$ cat src/design/spi_gpu_pkg.sv
package spi_gpu_pkg;

    typedef logic [3:0]  nibble_t;      // one sample of the four data lanes
    typedef logic [7:0]  byte_t;
    typedef logic [16:0] pixel_addr_t;  // index into the 320x240 framebuffer
    typedef logic [15:0] response_t;

    // bit 7 marks a receive phase, bit 6 a transmit phase
    typedef enum logic [7:0] {
        cmd_fb_write       = 8'h82,
        cmd_read_status    = 8'h40,
        cmd_read_magic     = 8'h60,
        cmd_disable_output = 8'h00,
        cmd_enable_output  = 8'h01
    } command_t;

    typedef enum logic [2:0] {
        st_idle,
        st_command,
        st_receive,
        st_write_dummy,
        st_transmit,
        st_done
    } seq_state_t;

    typedef enum logic {
        resp_status,
        resp_magic
    } response_sel_t;

    localparam int          fb_pixels      = 76800;   // 320 x 240
    localparam int          addr_nibbles   = 6;
    localparam int          dummy_cycles   = 2;
    localparam response_t   magic_number   = 16'hA5C3;
    localparam logic [4:0]  status_pattern = 5'b10110;
    localparam int          status_nibbles = 2;
    localparam int          magic_nibbles  = 4;

endpackage

$ cat src/design/qspi_rx_if.sv
`timescale 1ns/100ps

interface qspi_rx_if;
    logic                 active;         // chip select low, registered
    logic                 start;          // first selected cycle
    spi_gpu_pkg::nibble_t nibble;
    logic                 nibble_strobe;
    logic                 byte_strobe;    // nibble is the low half of a byte

    modport source (output active, start, nibble, nibble_strobe, byte_strobe);

    modport sequencer (input active, start, nibble, nibble_strobe, byte_strobe);

    modport writer (input nibble, nibble_strobe, byte_strobe);

endinterface

$ cat src/design/qspi_frontend.sv
`timescale 1ns/100ps

module qspi_frontend (
    input  logic                 sclk,
    input  logic                 rst_n,
    input  logic                 cs,
    input  spi_gpu_pkg::nibble_t qspi_in,
    qspi_rx_if.source            rx
);

    logic have_high;   // a high nibble is held, the next one completes the byte

    always_ff @(posedge sclk or negedge rst_n)
    begin
        if (!rst_n)
        begin
            rx.active        <= 1'b0;
            rx.start         <= 1'b0;
            rx.nibble_strobe <= 1'b0;
            rx.byte_strobe   <= 1'b0;
            have_high        <= 1'b0;
        end
        else
        begin
            rx.active        <= ~cs;
            rx.nibble_strobe <= ~cs;              // one nibble per selected cycle
            rx.start         <= ~cs & ~rx.active;

            if (cs)
            begin
                rx.byte_strobe <= 1'b0;
                have_high      <= 1'b0;
            end
            else if (!rx.active)
            begin
                // first nibble of a transaction is always a high half
                rx.byte_strobe <= 1'b0;
                have_high      <= 1'b1;
            end
            else
            begin
                rx.byte_strobe <= have_high;
                have_high      <= ~have_high;
            end
        end
    end

    always_ff @(posedge sclk)
    begin
        rx.nibble <= qspi_in;
    end

endmodule

$ cat src/design/command_sequencer.sv
`timescale 1ns/100ps

module command_sequencer (
    input  logic                       sclk,
    input  logic                       rst_n,
    qspi_rx_if.sequencer               rx,
    output logic                       addr_phase,
    output logic                       pixel_phase,
    output logic                       resp_load,
    output logic                       tx_phase,
    output spi_gpu_pkg::response_sel_t resp_sel,
    output logic                       output_enabled
);

    spi_gpu_pkg::seq_state_t state, next_state;
    spi_gpu_pkg::nibble_t    cmd_hi;     // high half of the command byte
    spi_gpu_pkg::byte_t      cmd_next;
    logic [2:0]              phase_cnt;
    logic [2:0]              tx_len;
    logic                    addr_done;
    logic                    count_en;

    assign cmd_next = {cmd_hi, rx.nibble};

    function automatic logic cmd_defined(spi_gpu_pkg::byte_t code);
        case (code)
            spi_gpu_pkg::cmd_fb_write,
            spi_gpu_pkg::cmd_read_status,
            spi_gpu_pkg::cmd_read_magic,
            spi_gpu_pkg::cmd_disable_output,
            spi_gpu_pkg::cmd_enable_output: return 1'b1;
            default:                        return 1'b0;
        endcase
    endfunction

    assign addr_done   = (phase_cnt == 3'(spi_gpu_pkg::addr_nibbles));
    assign addr_phase  = (state == spi_gpu_pkg::st_receive) && !addr_done;
    assign pixel_phase = (state == spi_gpu_pkg::st_receive) && addr_done;
    assign tx_phase    = (state == spi_gpu_pkg::st_transmit) && rx.nibble_strobe;
    assign resp_load   = (state == spi_gpu_pkg::st_write_dummy) && rx.nibble_strobe &&
                         (phase_cnt == 3'(spi_gpu_pkg::dummy_cycles - 1));

    assign tx_len = (resp_sel == spi_gpu_pkg::resp_magic) ? 3'(spi_gpu_pkg::magic_nibbles)
                                                           : 3'(spi_gpu_pkg::status_nibbles);

    // address counter stops at the pixel stream, which runs until chip select rises
    assign count_en = ((state == spi_gpu_pkg::st_receive) && !addr_done) ||
                      (state == spi_gpu_pkg::st_write_dummy) ||
                      (state == spi_gpu_pkg::st_transmit);

    always_comb
    begin
        next_state = state;
        case (state)
            spi_gpu_pkg::st_command:
                if (rx.byte_strobe)
                begin
                    if (cmd_defined(cmd_next) && cmd_next[7])
                        next_state = spi_gpu_pkg::st_receive;
                    else if (cmd_defined(cmd_next) && cmd_next[6])
                        next_state = spi_gpu_pkg::st_write_dummy;
                    else
                        next_state = spi_gpu_pkg::st_done;   // also catches unknown codes
                end
            spi_gpu_pkg::st_write_dummy:
                if (resp_load)
                    next_state = spi_gpu_pkg::st_transmit;
            spi_gpu_pkg::st_transmit:
                if (tx_phase && phase_cnt == tx_len - 3'd1)
                    next_state = spi_gpu_pkg::st_done;
            default: ;
        endcase

        if (rx.start)
            next_state = spi_gpu_pkg::st_command;
        else if (!rx.active)
            next_state = spi_gpu_pkg::st_idle;    // deselect aborts anything in flight
    end

    always_ff @(posedge sclk or negedge rst_n)
    begin
        if (!rst_n)
        begin
            state          <= spi_gpu_pkg::st_idle;
            phase_cnt      <= '0;
            cmd_hi         <= '0;
            resp_sel       <= spi_gpu_pkg::resp_status;
            output_enabled <= 1'b0;
        end
        else
        begin
            state <= next_state;

            if (next_state != state)
                phase_cnt <= '0;
            else if (rx.nibble_strobe && count_en)
                phase_cnt <= phase_cnt + 3'd1;

            if (rx.start)
                cmd_hi <= rx.nibble;

            if (state == spi_gpu_pkg::st_command && next_state == spi_gpu_pkg::st_write_dummy)
                resp_sel <= (cmd_next == spi_gpu_pkg::cmd_read_magic) ? spi_gpu_pkg::resp_magic
                                                                       : spi_gpu_pkg::resp_status;

            // flag survives chip select, only rst_n clears it
            if (state == spi_gpu_pkg::st_command && next_state == spi_gpu_pkg::st_done)
            begin
                if (cmd_next == spi_gpu_pkg::cmd_enable_output)
                    output_enabled <= 1'b1;
                else if (cmd_next == spi_gpu_pkg::cmd_disable_output)
                    output_enabled <= 1'b0;
            end
        end
    end

endmodule

$ cat src/design/pixel_writer.sv
`timescale 1ns/100ps

module pixel_writer (
    input  logic                     sclk,
    input  logic                     rst_n,
    qspi_rx_if.writer                rx,
    input  logic                     addr_phase,
    input  logic                     pixel_phase,
    output spi_gpu_pkg::pixel_addr_t fb_addr,
    output spi_gpu_pkg::byte_t       fb_data,
    output logic                     fb_wren
);

    spi_gpu_pkg::pixel_addr_t addr_q;     // address of the next pixel byte
    spi_gpu_pkg::pixel_addr_t addr_inc;
    spi_gpu_pkg::nibble_t     pixel_hi;
    logic                     pixel_done;

    assign pixel_done = pixel_phase && rx.byte_strobe;

    // wrap after the last pixel of the frame
    assign addr_inc = (addr_q == spi_gpu_pkg::pixel_addr_t'(spi_gpu_pkg::fb_pixels - 1))
                      ? '0
                      : addr_q + spi_gpu_pkg::pixel_addr_t'(1);

    always_ff @(posedge sclk)
    begin
        // six nibbles arrive, only the low 17 bits survive the shift
        if (addr_phase && rx.nibble_strobe)
            addr_q <= {addr_q[12:0], rx.nibble};
        else if (pixel_done)
            addr_q <= addr_inc;

        if (pixel_phase && rx.nibble_strobe && !rx.byte_strobe)
            pixel_hi <= rx.nibble;

        if (pixel_done)
        begin
            fb_addr <= addr_q;
            fb_data <= {pixel_hi, rx.nibble};
        end
    end

    always_ff @(posedge sclk or negedge rst_n)
    begin
        if (!rst_n)
            fb_wren <= 1'b0;
        else
            fb_wren <= pixel_done;   // one-cycle write strobe
    end

endmodule

$ cat src/design/response_shifter.sv
`timescale 1ns/100ps

module response_shifter (
    input  logic                       sclk,
    input  logic                       rst_n,
    input  logic                       hblank,
    input  logic                       vblank,
    input  logic                       resp_load,
    input  logic                       tx_phase,
    input  spi_gpu_pkg::response_sel_t resp_sel,
    input  logic                       output_enabled,
    output spi_gpu_pkg::nibble_t       qspi_out,
    output logic                       qspi_oe
);

    logic [1:0]             hblank_sync;   // [1] is the synchronized level
    logic [1:0]             vblank_sync;
    spi_gpu_pkg::byte_t     status_byte;
    spi_gpu_pkg::response_t shift_q;

    assign status_byte = {spi_gpu_pkg::status_pattern, hblank_sync[1], vblank_sync[1],
                          output_enabled};

    // blank signals come from the video clock domain
    always_ff @(posedge sclk or negedge rst_n)
    begin
        if (!rst_n)
        begin
            hblank_sync <= '0;
            vblank_sync <= '0;
        end
        else
        begin
            hblank_sync <= {hblank_sync[0], hblank};
            vblank_sync <= {vblank_sync[0], vblank};
        end
    end

    always_ff @(posedge sclk)
    begin
        if (resp_load)
        begin
            if (resp_sel == spi_gpu_pkg::resp_magic)
                shift_q <= spi_gpu_pkg::magic_number;
            else
                shift_q <= {status_byte, 8'h00};   // status sits in the top byte
        end
        else if (tx_phase)
            shift_q <= {shift_q[11:0], 4'h0};

        if (tx_phase)
            qspi_out <= shift_q[15:12];   // high nibble first
    end

    always_ff @(posedge sclk or negedge rst_n)
    begin
        if (!rst_n)
            qspi_oe <= 1'b0;
        else
            qspi_oe <= tx_phase;
    end

endmodule

$ cat src/design/spi_gpu_top.sv
`timescale 1ns/100ps

module spi_gpu_top (
    input  logic                     sclk,
    input  logic                     rst_n,
    input  logic                     cs,        // high means deselected
    input  spi_gpu_pkg::nibble_t     qspi_in,
    input  logic                     hblank,
    input  logic                     vblank,
    output spi_gpu_pkg::nibble_t     qspi_out,
    output logic                     qspi_oe,
    output spi_gpu_pkg::pixel_addr_t fb_addr,
    output spi_gpu_pkg::byte_t       fb_data,
    output logic                     fb_wren
);

    logic                       addr_phase;
    logic                       pixel_phase;
    logic                       resp_load;
    logic                       tx_phase;
    logic                       output_enabled;
    spi_gpu_pkg::response_sel_t resp_sel;

    qspi_rx_if rx_bus ();

    qspi_frontend u_frontend (
        .sclk    (sclk),
        .rst_n   (rst_n),
        .cs      (cs),
        .qspi_in (qspi_in),
        .rx      (rx_bus.source)
    );

    command_sequencer u_sequencer (
        .sclk           (sclk),
        .rst_n          (rst_n),
        .rx             (rx_bus.sequencer),
        .addr_phase     (addr_phase),
        .pixel_phase    (pixel_phase),
        .resp_load      (resp_load),
        .tx_phase       (tx_phase),
        .resp_sel       (resp_sel),
        .output_enabled (output_enabled)
    );

    pixel_writer u_pixel_writer (
        .sclk        (sclk),
        .rst_n       (rst_n),
        .rx          (rx_bus.writer),
        .addr_phase  (addr_phase),
        .pixel_phase (pixel_phase),
        .fb_addr     (fb_addr),
        .fb_data     (fb_data),
        .fb_wren     (fb_wren)
    );

    response_shifter u_response_shifter (
        .sclk           (sclk),
        .rst_n          (rst_n),
        .hblank         (hblank),
        .vblank         (vblank),
        .resp_load      (resp_load),
        .tx_phase       (tx_phase),
        .resp_sel       (resp_sel),
        .output_enabled (output_enabled),
        .qspi_out       (qspi_out),
        .qspi_oe        (qspi_oe)
    );

endmodule

$ cat config.mk
export PLATFORM = sky130hd
export DESIGN_NAME = spi_gpu_top
export DESIGN_NICKNAME = d
export VERILOG_FILES = /design/src/design/spi_gpu_pkg.sv /design/src/design/qspi_rx_if.sv /design/src/design/qspi_frontend.sv /design/src/design/command_sequencer.sv /design/src/design/pixel_writer.sv /design/src/design/response_shifter.sv /design/src/design/spi_gpu_top.sv
export SDC_FILE = /design/constraint.sdc
export NUM_CORES = 1
export LEC_CHECK = 0
export BUFFER_PORTS_ARGS = -buffer_cell sky130_fd_sc_hd__buf_4
export CAP_MARGIN = 20
export CORE_AREA = 2 2 97 117
export DETAILED_ROUTE_END_ITERATION = 10
export DIE_AREA = 0 0 99 119
export SYNTH_ARGS = -nofsm -noshare
export SYNTH_HDL_FRONTEND = slang
export SYNTH_SLANG_ARGS = --single-unit
$ cat constraint.sdc
create_clock -name sclk -period 5.2 [get_ports sclk]
set_input_delay 0.52 -clock sclk [delete_from_list [all_inputs] [get_ports sclk]]
set_output_delay 0.52 -clock sclk [all_outputs]
set_load 0.02 [all_outputs]
# [Yosys cells after proc, flatten, opt, wreduce, memory -nomap -nowiden]
# Cells that the tools add are included.
[totals] register_bits=92 latchBits=0 ram_bits=0 mem_bits_ro=0 in_bits=9 output_inout_bits=31 elab_cells=98 memories=0
[op_classes] n_addsub=3 mul=0 div_mod_pow=0 magnitude_cmp=0 eq_ne=15 n_shift=0 mux=30 bitwise=4 reduce_logical=26
[op_table] op="17-bit two-way mux" count=3
[op_table] op="16-bit two-way mux" count=2
[op_table] op="3-bit two-way mux" count=10
[op_table] op="17-bit by 1-bit adder with 17-bit output, second input constant" count=1
[op_table] op="17-bit == test, second input constant" count=1
[op_table] op="8-bit by 7-bit == test with 1-bit output, second input constant" count=2
[op_table] op="1-bit logical AND" count=15
[op_table] op="1-bit two-way mux" count=13
[op_table] op="13-bit two-way mux" count=1
[op_table] op="3-bit by 2-bit == test with 1-bit output, second input constant" count=3
[op_table] op="3-bit == test, second input constant" count=3
[op_table] op="3-bit case mux with 3 select lines" count=1
[op_table] op="8-bit by 1-bit == test with 1-bit output, second input constant" count=1
[op_table] op="8-bit == test, second input constant" count=1
[op_table] op="8-bit logical NOT" count=1
[op_table] op="2-bit nonzero test" count=4
[op_table] op="3-bit by 1-bit == test with 1-bit output, second input constant" count=2
[op_table] op="5-bit OR reduction" count=1
[op_table] op="3-bit by 1-bit adder with 3-bit output, second input constant" count=1
[op_table] op="3-bit == test" count=1
[op_table] op="3-bit != test" count=1
[op_table] op="1-bit inverter" count=3
[op_table] op="3-bit by 1-bit subtractor with 3-bit output, second input constant" count=1
[op_table] op="1-bit logical NOT" count=2
[op_table] op="3 further kinds" count=4

# [Longest topological paths before layout]
# Gate-level depths: netlist of the first run.
[logic_depth] depth_word=19 depth_mapped=7

# [By module]
# From an unflattened synthesis of the first run, not the netlist that was laid out.
[hier_totals] cells_unflattened=274 hier_area_um2=3644.7
[by_module_without_submodules] mod="pixel_writer" instances=1 cells_each=146 area_per_inst_um2=1986.9 seq_area_each_um2=1406.3
[by_module_without_submodules] mod="command_sequencer" instances=1 cells_each=82 area_per_inst_um2=827.0 seq_area_each_um2=300.3
[by_module_without_submodules] mod="response_shifter" instances=1 cells_each=33 area_per_inst_um2=621.8 seq_area_each_um2=515.5
[by_module_without_submodules] mod="qspi_frontend" instances=1 cells_each=13 area_per_inst_um2=209.0 seq_area_each_um2=180.2

# [Worst setup path after synthesis of the first run]
# Ideal clock, no wire load.
[synth_path] path_kind="reg-to-reg" start="reg u_sequencer.state[2]" end="reg u_pixel_writer.addr_q[0] (enable)" setup_ns=0.337 arrival_ns=1.912 required_ns=4.863 path_slack_ns=2.951 path_stages_with_launch=6 cell_sequence="dfrtp_1 buf_2 nand2b_4 nor2_1 and4_1 or2_2"
[synth_between] elab_chain_cells=4
[synth_lines] element="start: declaration" line_no="command_sequencer.sv:15" source="spi_gpu_pkg::seq_state_t state, next_state;"
[synth_lines] element="start signal: assignment" line_no="command_sequencer.sv:84" source="state <= spi_gpu_pkg::st_idle;"
[synth_lines] element="start signal: assignment" line_no="command_sequencer.sv:92" source="state <= next_state;"
[synth_lines] element="3-bit by 2-bit == test with 1-bit output" line_no="command_sequencer.sv:38" source="assign pixel_phase = (state == spi_gpu_pkg::st_receive) && addr_done;"
[synth_lines] element="1-bit logical AND" line_no="command_sequencer.sv:38"
[synth_lines] element="1-bit logical AND" line_no="pixel_writer.sv:19" source="assign pixel_done = pixel_phase && rx.byte_strobe;"
[synth_lines] element="named net u_pixel_writer.pixel_done" line_no="pixel_writer.sv:17" source="logic pixel_done;"
[synth_lines] element="2-bit nonzero test (no source line)"
[synth_lines] element="end signal: assignment" line_no="pixel_writer.sv:30" source="addr_q <= {addr_q[12:0], rx.nibble};"
[synth_lines] element="end signal: assignment" line_no="pixel_writer.sv:32" source="addr_q <= addr_inc;"
[synth_lines] element="end: declaration" line_no="pixel_writer.sv:14" source="spi_gpu_pkg::pixel_addr_t addr_q;"
# The timed path passes the listed nets, and every way through them passes these cells.
# A chain may end at the register's enable or synchronous reset.

# [Final worst setup path of the first run]
[layout_path] start="reg u_pixel_writer.addr_q[12]" end="reg u_pixel_writer.addr_q[3], data pin"
[layout_between] elab_chain_cells=4
[layout_lines] element="17-bit == test" line_no="pixel_writer.sv:22" source="assign addr_inc = (addr_q == spi_gpu_pkg::pixel_addr_t'(spi_gpu_pkg::fb_pixels - 1))"
[layout_lines] element="17-bit two-way mux" line_no="pixel_writer.sv:23" source="? '0"
[layout_lines] element="17-bit two-way mux" line_no="pixel_writer.sv:31" source="else if (pixel_done)"
[layout_lines] element="17-bit two-way mux" line_no="pixel_writer.sv:29" source="if (addr_phase && rx.nibble_strobe)"
# No other way between the ends. The select of a mux whose other input is x is not followed.

==> results of run 1 <==
logic make-up after synthesis:
family,count (synthesis),share of synthesized area [%]
mux,6,1.82
compound gates,51,10.3
xor+xnor,14,3.36
buf+inv,22,2.68
flops,85,65.9
simple gates,92,14.5
fa+ha+maj,4,1.37
per-stage QoR:
step | instance area, sq um | worst slack (ns) | util (%)
after CTS | 4380 | 2.67 | 40.6
after global placement | 4060 | 2.78 | 37.7
final | 4380 | 2.69 | 40.6
after global routing | 4380 | 2.51 | 40.6
after detailed placement | 4060 | 2.69 | 37.7
after floorplan | 3640 | 2.95 | -
layout make-up:
cell class	count	area (sq um)
fillers	1015	6400
flip-flops and latches	85	2400
multi-input cells	167	1140
repair buffers	40	300
clock buffers	9	225
well taps	132	165
clock inverters	7	90.1
inverters	13	48.8
registers in the layout, summed over array words and instances, names as in the netlist, 3 cells and up:
register	count
u_pixel_writer.addr_q	17
u_pixel_writer.fb_addr	17
u_response_shifter.shift_q	9
u_pixel_writer.fb_data	8
u_frontend.rx.nibble	4
u_pixel_writer.pixel_hi	4
u_response_shifter.qspi_out	4
u_sequencer.cmd_hi	4
u_sequencer.phase_cnt	3
u_sequencer.state	3
power by group:
part / leakage (nW) / internal [mW] / switching [mW]
Sequential: 0.849 / 0.737 / 0.0214
Clock: 0.153 / 0.418 / 0.254
Combinational: 0.601 / 0.0275 / 0.0321
Total: 1.60 / 1.18 / 0.307
worst max-delay path, stage by stage (launching register included):
cell and delay, ns:
edfxtp_1 0.49, or4b_1 0.55, nor3b_2 0.23, inv_1 0.08
o21ai_2 0.66, o21ai_0 0.20
placed cells by master (no fill, tap or decap), drive strengths merged, types with 5 or more instances in the layout:
| cell type | netlist | final |
|---|---|---|
| inv | 13 | 13 |
| nor2 | 11 | 11 |
| edfxtp | 59 | 59 |
| nand2b | 7 | 7 |
| nand2 | 29 | 29 |
| buf | 5 | 40 |
| nor3 | 5 | 5 |
| mux2 | 5 | 5 |
| xnor2 | 7 | 7 |
| xor2 | 7 | 7 |
| nand4 | 5 | 5 |
| nand3 | 8 | 8 |
| clkbuf | 4 | 9 |
| dfrtp | 22 | 22 |
| a21oi | 10 | 10 |
| o21ai | 24 | 24 |
worst min-delay path by stage:
stage / to / slack (ns) / cells after the start
after floorplan: u_frontend.have_high$_DFF_PN0_ / 0.22 / 0
after global placement: u_response_shifter.vblank_sync[1]$_DFF_PN0_ / 0.33 / 0
after detailed placement: u_response_shifter.vblank_sync[1]$_DFF_PN0_ / 0.34 / 0
after CTS: u_sequencer.phase_cnt[0]$_DFFE_PN0P_ / 0.07 / 1
after global routing: u_sequencer.phase_cnt[0]$_DFFE_PN0P_ / 0.08 / 1
final: u_sequencer.phase_cnt[0]$_DFFE_PN0P_ / 0.07 / 1
layer usage:
metal | track usage, % | vias to the layer above | wire length (microns)
met5 | 0 | - | 0
met1 | 15.9 | 1108 | 3010
met2 | 19.0 | 60 | 3130
met3 | 3.40 | 11 | 354
met4 | 5.91 | 0 | 166
li1 | - | 1090 | -
==> results.json, run 1 <==
{
  "outcome": "finished, final reports clean",
  "hold_ws_ns": 0.0667,
  "worst_slew_pin_slew_ns": 0.817,
  "endpoint_kind": "flop",
  "worst-path-max-fanout": 13,
  "portBuffers": 39,
  "rrSetupSlack_ns": 2.69,
  "numCtsBuffers": 9,
  "path_clk_slew_ns": 0.06,
  "finalCritPeriodShare_pct": 48.2,
  "drive_gt1_share_pct": 26.2,
  "r2r_start": "u_pixel_writer.addr_q[12]$_DFFE_PP_",
  "vdd_drop_max_v": 0.000133,
  "hold_viol_final": 0,
  "p_leak_nw": 1.60,
  "ys_types": 55,
  "cts_root_buffer": "clkbuf_16",
  "synth_top_cell_by_area": "edfxtp_1",
  "drt_iter0_markers": 140,
  "synth_nets": 287,
  "antennaDiodeCount": 0,
  "yosysSeqAreaShare_pct": 65.9,
  "grt_first_pass_wirelength_microns": 11400,
  "setup_viol": 0,
  "synthDominantCellAreaShare_pct": 48.6,
  "place_congestion": 0.845,
  "io_pins": 40,
  "dr.pass1.iters": 4,
  "synth.top_cells.by_area": "edfxtp_1, dfrtp_1, nand2_1, o21ai_2, dfxtp_1",
  "die-area_sq_um": 11800,
  "grt-ovfl-total": 0,
  "hold_class": "in -> async",
  "async_flop_share_pct": 25.9,
  "wl_per_cell_microns": 14.7,
  "fin_skew_ns": 0.00851,
  "crit_start": "u_pixel_writer.addr_q[12]$_DFFE_PP_",
  "start_util_pct": 33.8,
  "syn_area_sq_um": 3640,
  "postCtsSetupBuffers": 0,
  "cts-htree-levels": 3,
  "grt_max_degree": 27,
  "cts_buffer_depth": 2,
  "ant_nets": 0,
  "slew_viol_final": 0,
  "die_height_microns": 119,
  "synth_edf_count": 59,
  "critPathCapture": "u_pixel_writer.addr_q[3]$_DFFE_PP_",
  "arrival_ns": 2.55,
  "synthMostInstantiatedCell": "edfxtp_1",
  "layout.nets": 329,
  "antenna_found_initial": 0,
  "ctsResizeCount": 0,
  "cts_tree": "yes",
  "core-area_sq_um": 10800,
  "fin_tns_setup_ns": 0,
  "die_w_microns": 99,
  "grt_pass1_vias": 2311,
  "drc": 0,
  "yosys_warnings": 0,
  "rows": 42,
  "slew_headroom_pct": 45.5,
  "fin_crit_ns": 2.51,
  "post_drt_via_cell_ratio": 5.01,
  "dp_hpwl_microns": 4470,
  "final_cells": 453,
  "synth_common_cells": "edfxtp_1, nand2_1, dfrtp_1",
  "insertion_delay_ns": 0.34,
  "dr_total_vias": 2269,
  "synthCells": 274,
  "synth_flop_cell": "edfxtp_1",
  "r2r_end": "u_pixel_writer.addr_q[3]$_DFFE_PP_",
  "worst-r2r-cell-count": 5,
  "finalPower_mw": 1.49,
  "area_growth_pct": 20.1,
  "ys_seq_elements": 85,
  "power.density_nw_per_um2": 340,
  "track_usage_pct": 12.3,
  "rsz0062_at_grt": "false",
  "ctsHoldBuffers": 0,
  "cp.required_ns": 5.25,
  "placed_cells": 437,
  "critPathLaunchType": "flop",
  "drv_cap": 0,
  "crit_type": "reg -> reg",
  "clock_sinks": 85,
  "fmax_mhz": 399,
  "syn_area_per_cell_sq_um": 13.3,
  "drt-total-wl_microns": 6660
}
Power figures use the tool's default switching activity.
==> run 2: changes to the inputs <==
Settings changed: ABC_AREA set to 1.
Clock period 5.2 ns to 2.3 ns, I/O delays scaled along.
==> results.json, run 2 <==
{
  "cp.required_ns": 2.39,
  "synth.top_cells.by_area": "edfxtp_1, dfrtp_1, nand2_1, inv_1, nor2_1",
  "cts_root_buffer": "clkbuf_16",
  "drc": 0,
  "syn_area_per_cell_sq_um": 10.7,
  "post_dp_cell_area_sq_um": 4150,
  "io_pins": 40,
  "outcome": "finished, final reports clean",
  "numCtsBuffers": 9,
  "final_common_cell": "nand2_1",
  "arrival_ns": 2.11,
  "ys_types": 32,
  "fin_crit_ns": 2.02,
  "hold_viol_final": 0,
  "die_height_microns": 119,
  "synth_edf_count": 59,
  "reg_top3": "u_pixel_writer.addr_q: 17 flops, u_pixel_writer.fb_addr: 17 flops, u_response_shifter.shift_q: 9 flops",
  "utilization_pct": 41.9,
  "layout_common_cells": "nand2_1, edfxtp_1, inv_1",
  "drv_cap": 0,
  "hold_class": "in -> reg",
  "synthCells": 341,
  "grt_first_pass_wirelength_microns": 11700,
  "finalCritPeriodShare_pct": 87.8,
  "synth_flop_cell": "edfxtp_1",
  "grt_max_degree": 23,
  "path_clk_slew_ns": 0.06,
  "drt-total-wl_microns": 6870,
  "clock_sinks": 85,
  "dr_total_vias": 2495,
  "core-area_sq_um": 10800,
  "grt-ovfl-total": 0,
  "multi_input_area_sq_um": 1040,
  "finalPower_mw": 3.82,
  "fmax_mhz": 495,
  "post_drt_via_cell_ratio": 4.63,
  "rsz0062_at_grt": "false",
  "synthDominantCellAreaShare_pct": 48.5,
  "fin_area_sq_um": 4510,
  "fin_skew_ns": 0.00654,
  "cts-htree-levels": 3,
  "grtUsageMet3_pct": 4.58,
  "insertion_delay_ns": 0.34,
  "vdd_drop_max_v": 0.000369,
  "die-area_sq_um": 11800,
  "synthMostInstantiatedCell": "nand2_1",
  "ant_nets": 0,
  "ctsResizeCount": 0,
  "area_growth_pct": 23.6,
  "syn_area_sq_um": 3650,
  "dp_hpwl_microns": 4940,
  "synth_common_cells": "nand2_1, edfxtp_1, inv_1",
  "crit_type": "reg -> reg",
  "setup_viol": 0,
  "critPathLaunchType": "flop",
  "die_w_microns": 99,
  "drive_gt1_share_pct": 19.2,
  "track_usage_pct": 12.8,
  "hold_ws_ns": 0.0523,
  "dr.pass1.iters": 5,
  "synth_top_cell_by_area": "edfxtp_1",
  "cts_buffer_depth": 2,
  "async_flop_share_pct": 25.9,
  "slew_headroom_pct": 76.0,
  "portBuffers": 39,
  "place_ws_ns": 0.295,
  "endpoint_kind": "flop",
  "p_leak_nw": 1.92,
  "gr-usage-met2_pct": 22.0,
  "seqCellArea_sq_um": 2400,
  "num-fill-cells": 1021,
  "power.density_nw_per_um2": 846,
  "setup_slack_ns": 0.281,
  "rows": 42,
  "yosysSeqAreaShare_pct": 65.8,
  "place_congestion": 0.869,
  "grtUsageMet1_pct": 14.1,
  "worst-path-max-fanout": 8,
  "busiest_layer": "met2",
  "placed_cells": 516,
  "drt_iter0_markers": 175,
  "synth_nets": 354,
  "final_cells": 539,
  "slew_viol_final": 0,
  "grt_pass1_vias": 2441,
  "yosys_warnings": 0,
  "antenna_found_initial": 0,
  "layout.nets": 415,
  "wl_per_cell_microns": 12.8,
  "cts_tree": "yes",
  "fin_tns_setup_ns": 0,
  "antennaDiodeCount": 0,
  "start_util_pct": 33.9,
  "ys_seq_elements": 85,
  "worst_slew_pin_slew_ns": 0.359
}
## run 2: cell types whose count changed after synthesis, sizes merged, moves of 4 or more
cell	before	now
and4	4	0
o22ai	1	6
mux2	5	0
xnor2	7	0
inv	13	51
nor3	5	9
nand2b	7	0
nand3	8	26
nand2	29	66
a21oi	10	5
nor2	11	42
nor3b	4	0
## run 2: what timing repair did
| action | in CTS | in global routing |
|---|---|---|
| endpoints found under the hold margin | 28 | 0 |
| hold buffers | 7 | 0 |
| setup buffers | 0 | 0 |
## run 2: power breakdown
| part | total (mW) | internal [mW] | switching [mW] | leakage, nW |
|---|---|---|---|---|
| combinational | 0.543 | 0.188 | 0.355 | 0.931 |
| clock | 1.43 | 0.869 | 0.564 | 0.145 |
| sequential | 1.84 | 1.75 | 0.0948 | 0.848 |
| total | 3.82 | 2.81 | 1.01 | 1.92 |
## run 2: cells by family (layout without fill, tap and decap cells)
logic type / after synthesis / count (layout) / share of synthesized area (%)
xor gates and xnor gates: 8 / 8 / 1.92
DFF: 85 / 85 / 65.8
and+or+nand+nor: 148 / 148 / 19.0
adders and majority gates: 4 / 4 / 1.37
muxes: 1 / 1 / 0.274
AOI/OAI and AO/OA: 40 / 40 / 5.89
buffers and inverters: 55 / 121 / 5.76
## run 2: area by class of cell
type	count	share of cell area [%]
tap	132	3.66
multi-input combinational	201	23.1
sequential	85	53.2
clock inverter	4	1.05
timing repair buffer	53	9.20
clock buffer	12	5.46
inverter	52	4.35
## run 2: critical path, stage by stage (launching register included)
cell,delay [ns]
edfxtp_1,0.45
ha_1,0.20
nand2_1,0.07
inv_1,0.09
nand3_2,0.09
nor2_4,0.15
nand4_4,0.13
nor2_1,0.20
nor2_4,0.09
clkinv_2,0.10
a21oi_1,0.05
o21ai_0,0.07
o21ai_1,0.09
## run 2: path summary, 6_finish.rpt
kind                                                        startpoint                                          end  slack [ns]  cells after the start
min reg2reg                u_response_shifter.vblank_sync[0]$_DFF_PN0_  u_response_shifter.vblank_sync[1]$_DFF_PN0_        0.35                      0
max reg2reg                         u_pixel_writer.addr_q[0]$_DFFE_PP_          u_pixel_writer.addr_q[13]$_DFFE_PP_        0.28                     12
max in group asynchronous                                        rst_n          u_frontend.rx.byte_strobe$_DFF_PN0_        1.76                      2
max                                 u_pixel_writer.addr_q[0]$_DFFE_PP_          u_pixel_writer.addr_q[13]$_DFFE_PP_        0.28                     12
min                                                                 cs               u_frontend.rx.active$_DFF_PN0_        0.05                      2
min in group asynchronous                                        rst_n  u_response_shifter.hblank_sync[0]$_DFF_PN0_        0.30                      2
## run 2: metal layers
metal | up-vias | part of all wire (%) | routed length (microns)
met5 | - | 0 | 0
met3 | 6 | 4.4 | 305
met2 | 53 | 54 | 3720
met4 | 0 | 1.4 | 99
met1 | 1179 | 40 | 2750
li1 | 1257 | - | -
